File: src/hdl/rv32Pkg.sv
`default_nettype none

package rv32Pkg;

    localparam int xlen        = 32;
    localparam int memWords    = 256;
    localparam int memAddrBits = $clog2(memWords); // Word address, 8 bits

    // Major opcodes
    localparam logic [6:0] opR      = 7'b0110011;
    localparam logic [6:0] opImm    = 7'b0010011;
    localparam logic [6:0] opLoad   = 7'b0000011;
    localparam logic [6:0] opStore  = 7'b0100011;
    localparam logic [6:0] opSystem = 7'b1110011; // ecall only

    // funct3 of the integer ops
    localparam logic [2:0] f3AddSub = 3'b000;
    localparam logic [2:0] f3Sll    = 3'b001;
    localparam logic [2:0] f3Slt    = 3'b010;
    localparam logic [2:0] f3Sltu   = 3'b011;
    localparam logic [2:0] f3Xor    = 3'b100;
    localparam logic [2:0] f3SrlSra = 3'b101;
    localparam logic [2:0] f3Or     = 3'b110;
    localparam logic [2:0] f3And    = 3'b111;
    localparam logic [6:0] f7Alt    = 7'b0100000; // Selects sub and sra

    // Core FSM encoding
    localparam logic [2:0] stIdle      = 3'd0;
    localparam logic [2:0] stFetch     = 3'd1;
    localparam logic [2:0] stFetchWait = 3'd2;
    localparam logic [2:0] stExecute   = 3'd3;
    localparam logic [2:0] stMemAccess = 3'd4;
    localparam logic [2:0] stLoadWait  = 3'd5;
    localparam logic [2:0] stHalt      = 3'd6;

    typedef enum logic [3:0] {
        aluAdd, aluSub, aluSll, aluSlt, aluSltu,
        aluXor, aluSrl, aluSra, aluOr, aluAnd
    } aluOp_t;

    // One fetched word seen as R, I or S format
    typedef union packed {
        struct packed {
            logic [6:0] funct7;
            logic [4:0] rs2;
            logic [4:0] rs1;
            logic [2:0] funct3;
            logic [4:0] rd;
            logic [6:0] opcode;
        } r;
        struct packed {
            logic [11:0] imm12;
            logic [4:0]  rs1;
            logic [2:0]  funct3;
            logic [4:0]  rd;
            logic [6:0]  opcode;
        } i;
        struct packed {
            logic [6:0] immHi;
            logic [4:0] rs2;
            logic [4:0] rs1;
            logic [2:0] funct3;
            logic [4:0] immLo;
            logic [6:0] opcode;
        } s;
    } instr_t;

endpackage

`default_nettype wire

File: src/hdl/memArbiter.sv
`timescale 1ns/1ns
`default_nettype none

module memArbiter (
    input  wire                                CLK,
    input  wire                                RST,
    input  wire                                coreReq,
    input  wire                                coreWe,
    input  wire [rv32Pkg::memAddrBits-1:0]     coreAddr,
    input  wire [rv32Pkg::xlen-1:0]            coreWdata,
    input  wire                                hostReq,
    input  wire                                hostWe,
    input  wire [rv32Pkg::memAddrBits-1:0]     hostAddr,
    input  wire [rv32Pkg::xlen-1:0]            hostWdata,
    input  wire [rv32Pkg::xlen-1:0]            memRdata,
    output logic                               coreGnt,
    output logic                               coreRvalid,
    output logic [rv32Pkg::xlen-1:0]           coreRdata,
    output logic                               hostGnt,
    output logic                               hostRvalid,
    output logic [rv32Pkg::xlen-1:0]           hostRdata,
    output logic                               memEn,
    output logic                               memWe,
    output logic [rv32Pkg::memAddrBits-1:0]    memAddr,
    output logic [rv32Pkg::xlen-1:0]           memWdata
);

    logic rdPending; // Granted read in flight
    logic ownerHost; // Owner of that read

    // Core always wins
    assign coreGnt = coreReq;
    assign hostGnt = hostReq & ~coreReq;

    assign memEn    = coreGnt | hostGnt;
    assign memWe    = coreGnt ? coreWe : (hostGnt & hostWe);
    assign memAddr  = coreGnt ? coreAddr : hostAddr;
    assign memWdata = coreGnt ? coreWdata : hostWdata;

    always_ff @(posedge CLK) begin
        if (RST) begin
            rdPending <= 1'b0;
            ownerHost <= 1'b0;
        end else begin
            rdPending <= memEn & ~memWe;
            ownerHost <= hostGnt;
        end
    end

    assign coreRvalid = rdPending & ~ownerHost;
    assign hostRvalid = rdPending & ownerHost;
    assign coreRdata  = memRdata; // Qualified by the rvalid pulse
    assign hostRdata  = memRdata;

endmodule

`default_nettype wire

File: config.mk
export PLATFORM = sky130hd
export DESIGN_NAME = memArbiter
export DESIGN_NICKNAME = d
export VERILOG_FILES = /design/src/hdl/rv32Pkg.sv /design/src/hdl/memArbiter.sv
export SDC_FILE = /design/constraint.sdc
export NUM_CORES = 1
export LEC_CHECK = 0
export ABC_AREA = 1
export BUFFER_PORTS_ARGS = -buffer_cell sky130_fd_sc_hd__buf_2
export CORE_AREA = 2 2 88 90
export DETAILED_ROUTE_END_ITERATION = 10
export DIE_AREA = 0 0 90 92
export GPL_ROUTABILITY_DRIVEN = 0
export GPL_TIMING_DRIVEN = 0
export PLACE_DENSITY_LB_ADDON = 0.2
export SYNTH_ARGS = -nofsm -noshare
export SYNTH_HDL_FRONTEND = slang
export SYNTH_SLANG_ARGS = --single-unit
File: constraint.sdc
create_clock -name CLK -period 0.8 [get_ports CLK]
set_input_delay 0.04 -clock CLK [delete_from_list [all_inputs] [get_ports CLK]]
set_output_delay 0.04 -clock CLK [all_outputs]
set_load 0.01 [all_outputs]
==> results.py <==
metrics = {
    "status": {
        "status": "finished, final reports clean",
    },
    "grt": {
        "grt_use_total_pct": 9.67,
        "antenna_found_initial": 0,
        "grt_pass1_vias": 1611,
        "grt_pass1_wl_um": 6850,
        "gr-total-overflow": 0,
        "grt_max_degree": 11,
    },
    "critical_path": {
        "path_cells": "inv_2 -> nor2_2 -> buf_2",
        "crit_path_max_incr_delay_ps": 320,
        "end_kind": "primary output",
        "start_kind": "flop",
        "worstPathMaxFanout": 2,
        "critPathKind": "reg -> out",
        "slowest_stage": "dfxtp_2",
        "crit_arrival_ps": 760,
        "cp.required_ps": 760,
    },
    "sta": {
        "finalHoldViolations": 0,
        "fin_ws_ps": 1.22,
        "fin_tns_setup_ps": 0,
        "period_minus_slack_ps": 799,
        "tightest_slew_ps": 184,
        "rsz0062_at_grt": "yes",
        "slew_violations": 0,
        "min_period_over_period_pct": 99.8,
        "final-setup-viol-count": 0,
        "slew_headroom_pct": 87.7,
        "hold_ws_ps": 10.5,
        "fmax_mhz": 1250,
    },
    "floorplanning": {
        "die_x_um": 90,
        "die_y_um": 92,
        "io_pins": 228,
        "core_area_um2": 7450,
        "std_cell_rows": 32,
        "dieArea_um2": 8280,
        "start_util_pct": 15.4,
    },
    "final_layout": {
        "finalInstanceArea_um2": 2290,
        "area_growth_pct": 100,
        "nNetsFinal": 528,
        "multi_input_area_um2": 500,
        "antenna_cells": 0,
        "fin_util_pct": 30.7,
        "fillers": 855,
        "seqCellArea_um2": 42.5,
        "drive_above_1_share_pct": 68.4,
        "final_cells": 510,
    },
    "synth": {
        "synth_cell_types": 12,
        "synth_top_area_share_pct": 45.3,
        "ys_top_cells_by_area": "buf_4, nand2_1, dfxtp_1",
        "ys_seq_area_share_pct": 3.50,
        "ys_ff_latch": 2,
        "yosys_warnings": 0,
        "syn_inst": 211,
        "yosysTopAreaCell": "buf_4",
        "synth_fp_nets": 329,
        "synth_area_um2": 1140,
        "syn_area_per_cell_um2": 5.42,
    },
    "clock_network": {
        "cts_tree": "done",
        "clock-root-buffer": "clkbuf_8",
        "clkTransAtPathRegs_ps": 30,
        "clockBufferDepth": 2,
        "htreeDepth": 1,
        "clock-sinks": 2,
        "cts_setup_buffers": 0,
        "numCtsBuffers": 3,
    },
    "power": {
        "power.leakage_nw": 1.58,
        "peakVddDrop_mv": 0.260,
        "power_mw": 1.74,
        "powerDensity_nw_per_um2": 760,
    },
    "place": {
        "dpl_cell_area_um2": 2240,
        "port_buffers": 194,
        "placed_cells": 507,
        "dp_slack_ps": 88.9,
        "dp_hpwl_um": 3900,
    },
    "route": {
        "ant_nets": 0,
        "drt-total-wl_um": 4460,
        "via_per_inst": 3.49,
        "drcViolationCount": 0,
        "vias": 1781,
        "drtPass1Iterations": 3,
        "drt_iter0_drc": 11,
        "avgRoutedWirePerCell_um": 8.74,
    },
    "worst_hold_path": {
        "hp-class": "in -> reg",
        "holdPathStages": 2,
    },
    "run": {
        "maxCapViolCount": 0,
    },
}
==> flip-flops by register name, summed over array words and instances (netlist names) <==
register / cells
rdPending: 1
ownerHost: 1
==> cells in the mapped netlist <==
cell     count
nand2_1    123
buf_4       69
inv_1        4
buf_6        3
buf_8        2
dfxtp_1      2
nand2_2      2
nor2_1       2
inv_6        1
nand3_1      1
nor2_2       1
nor3_1       1
==> critical path: cells and delay by family, from the launching register on <==
family                 cells  cell delay (ps)
buffers and inverters      2              160
and+or+nand+nor            1               80
DFF                        1              320
==> where the power goes <==
part	leakage [nW]	internal (mW)	switching [mW]	total [mW]
sequential	0.0172	0.108	0.00337	0.111
combinational	1.54	0.686	0.548	1.23
clock	0.0216	0.318	0.0758	0.394
==> layout by cell type (no fill, tap or decap), types with 2 or more instances in the layout <==
cell type / Yosys / layout
buf_4: 69 / 69
clkbuf_8: 0 / 3
buf_2: 0 / 194
buf_8: 2 / 2
nand2_2: 2 / 2
dfxtp_2: 0 / 2
nand2_1: 123 / 123
nor2_2: 1 / 2
inv_1: 4 / 3
buf_6: 3 / 3
==> what timing repair did <==
action                                  CTS  global route
endpoints found under the setup margin    1             2
pin swaps                                 0             1
resized for setup                         1             3
hold buffers                              0             0
==> path summary, 6_finish.rpt <==
kind	endpoint	start
max	coreRvalid	rdPending
min	ownerHost	RST
==> cell type report <==
| type | count | area share (%) |
|---|---|---|
| Sequential cell | 2 | 1.86 |
| Multi-Input combinational cell | 130 | 21.9 |
| Buffer | 74 | 25.4 |
| Tap cell | 102 | 5.58 |
| Clock buffer | 3 | 1.80 |
| Timing Repair Buffer | 194 | 42.4 |
| Inverter | 5 | 1.04 |
==> logic make-up after synthesis <==
family	synth area share (%)
buffers and inverters	53.0
flip-flops	3.50
AND/OR/NAND/NOR	43.5
==> per-layer routing <==
| layer | track usage (%) | share of wire [%] |
|---|---|---|
| met1 | 10.3 | 34 |
| met3 | 2.38 | 11 |
| met2 | 19.2 | 55 |
| met4 | 1.79 | 0 |
| met5 | 0 | 0 |
(Power assumes the default switching activity.)
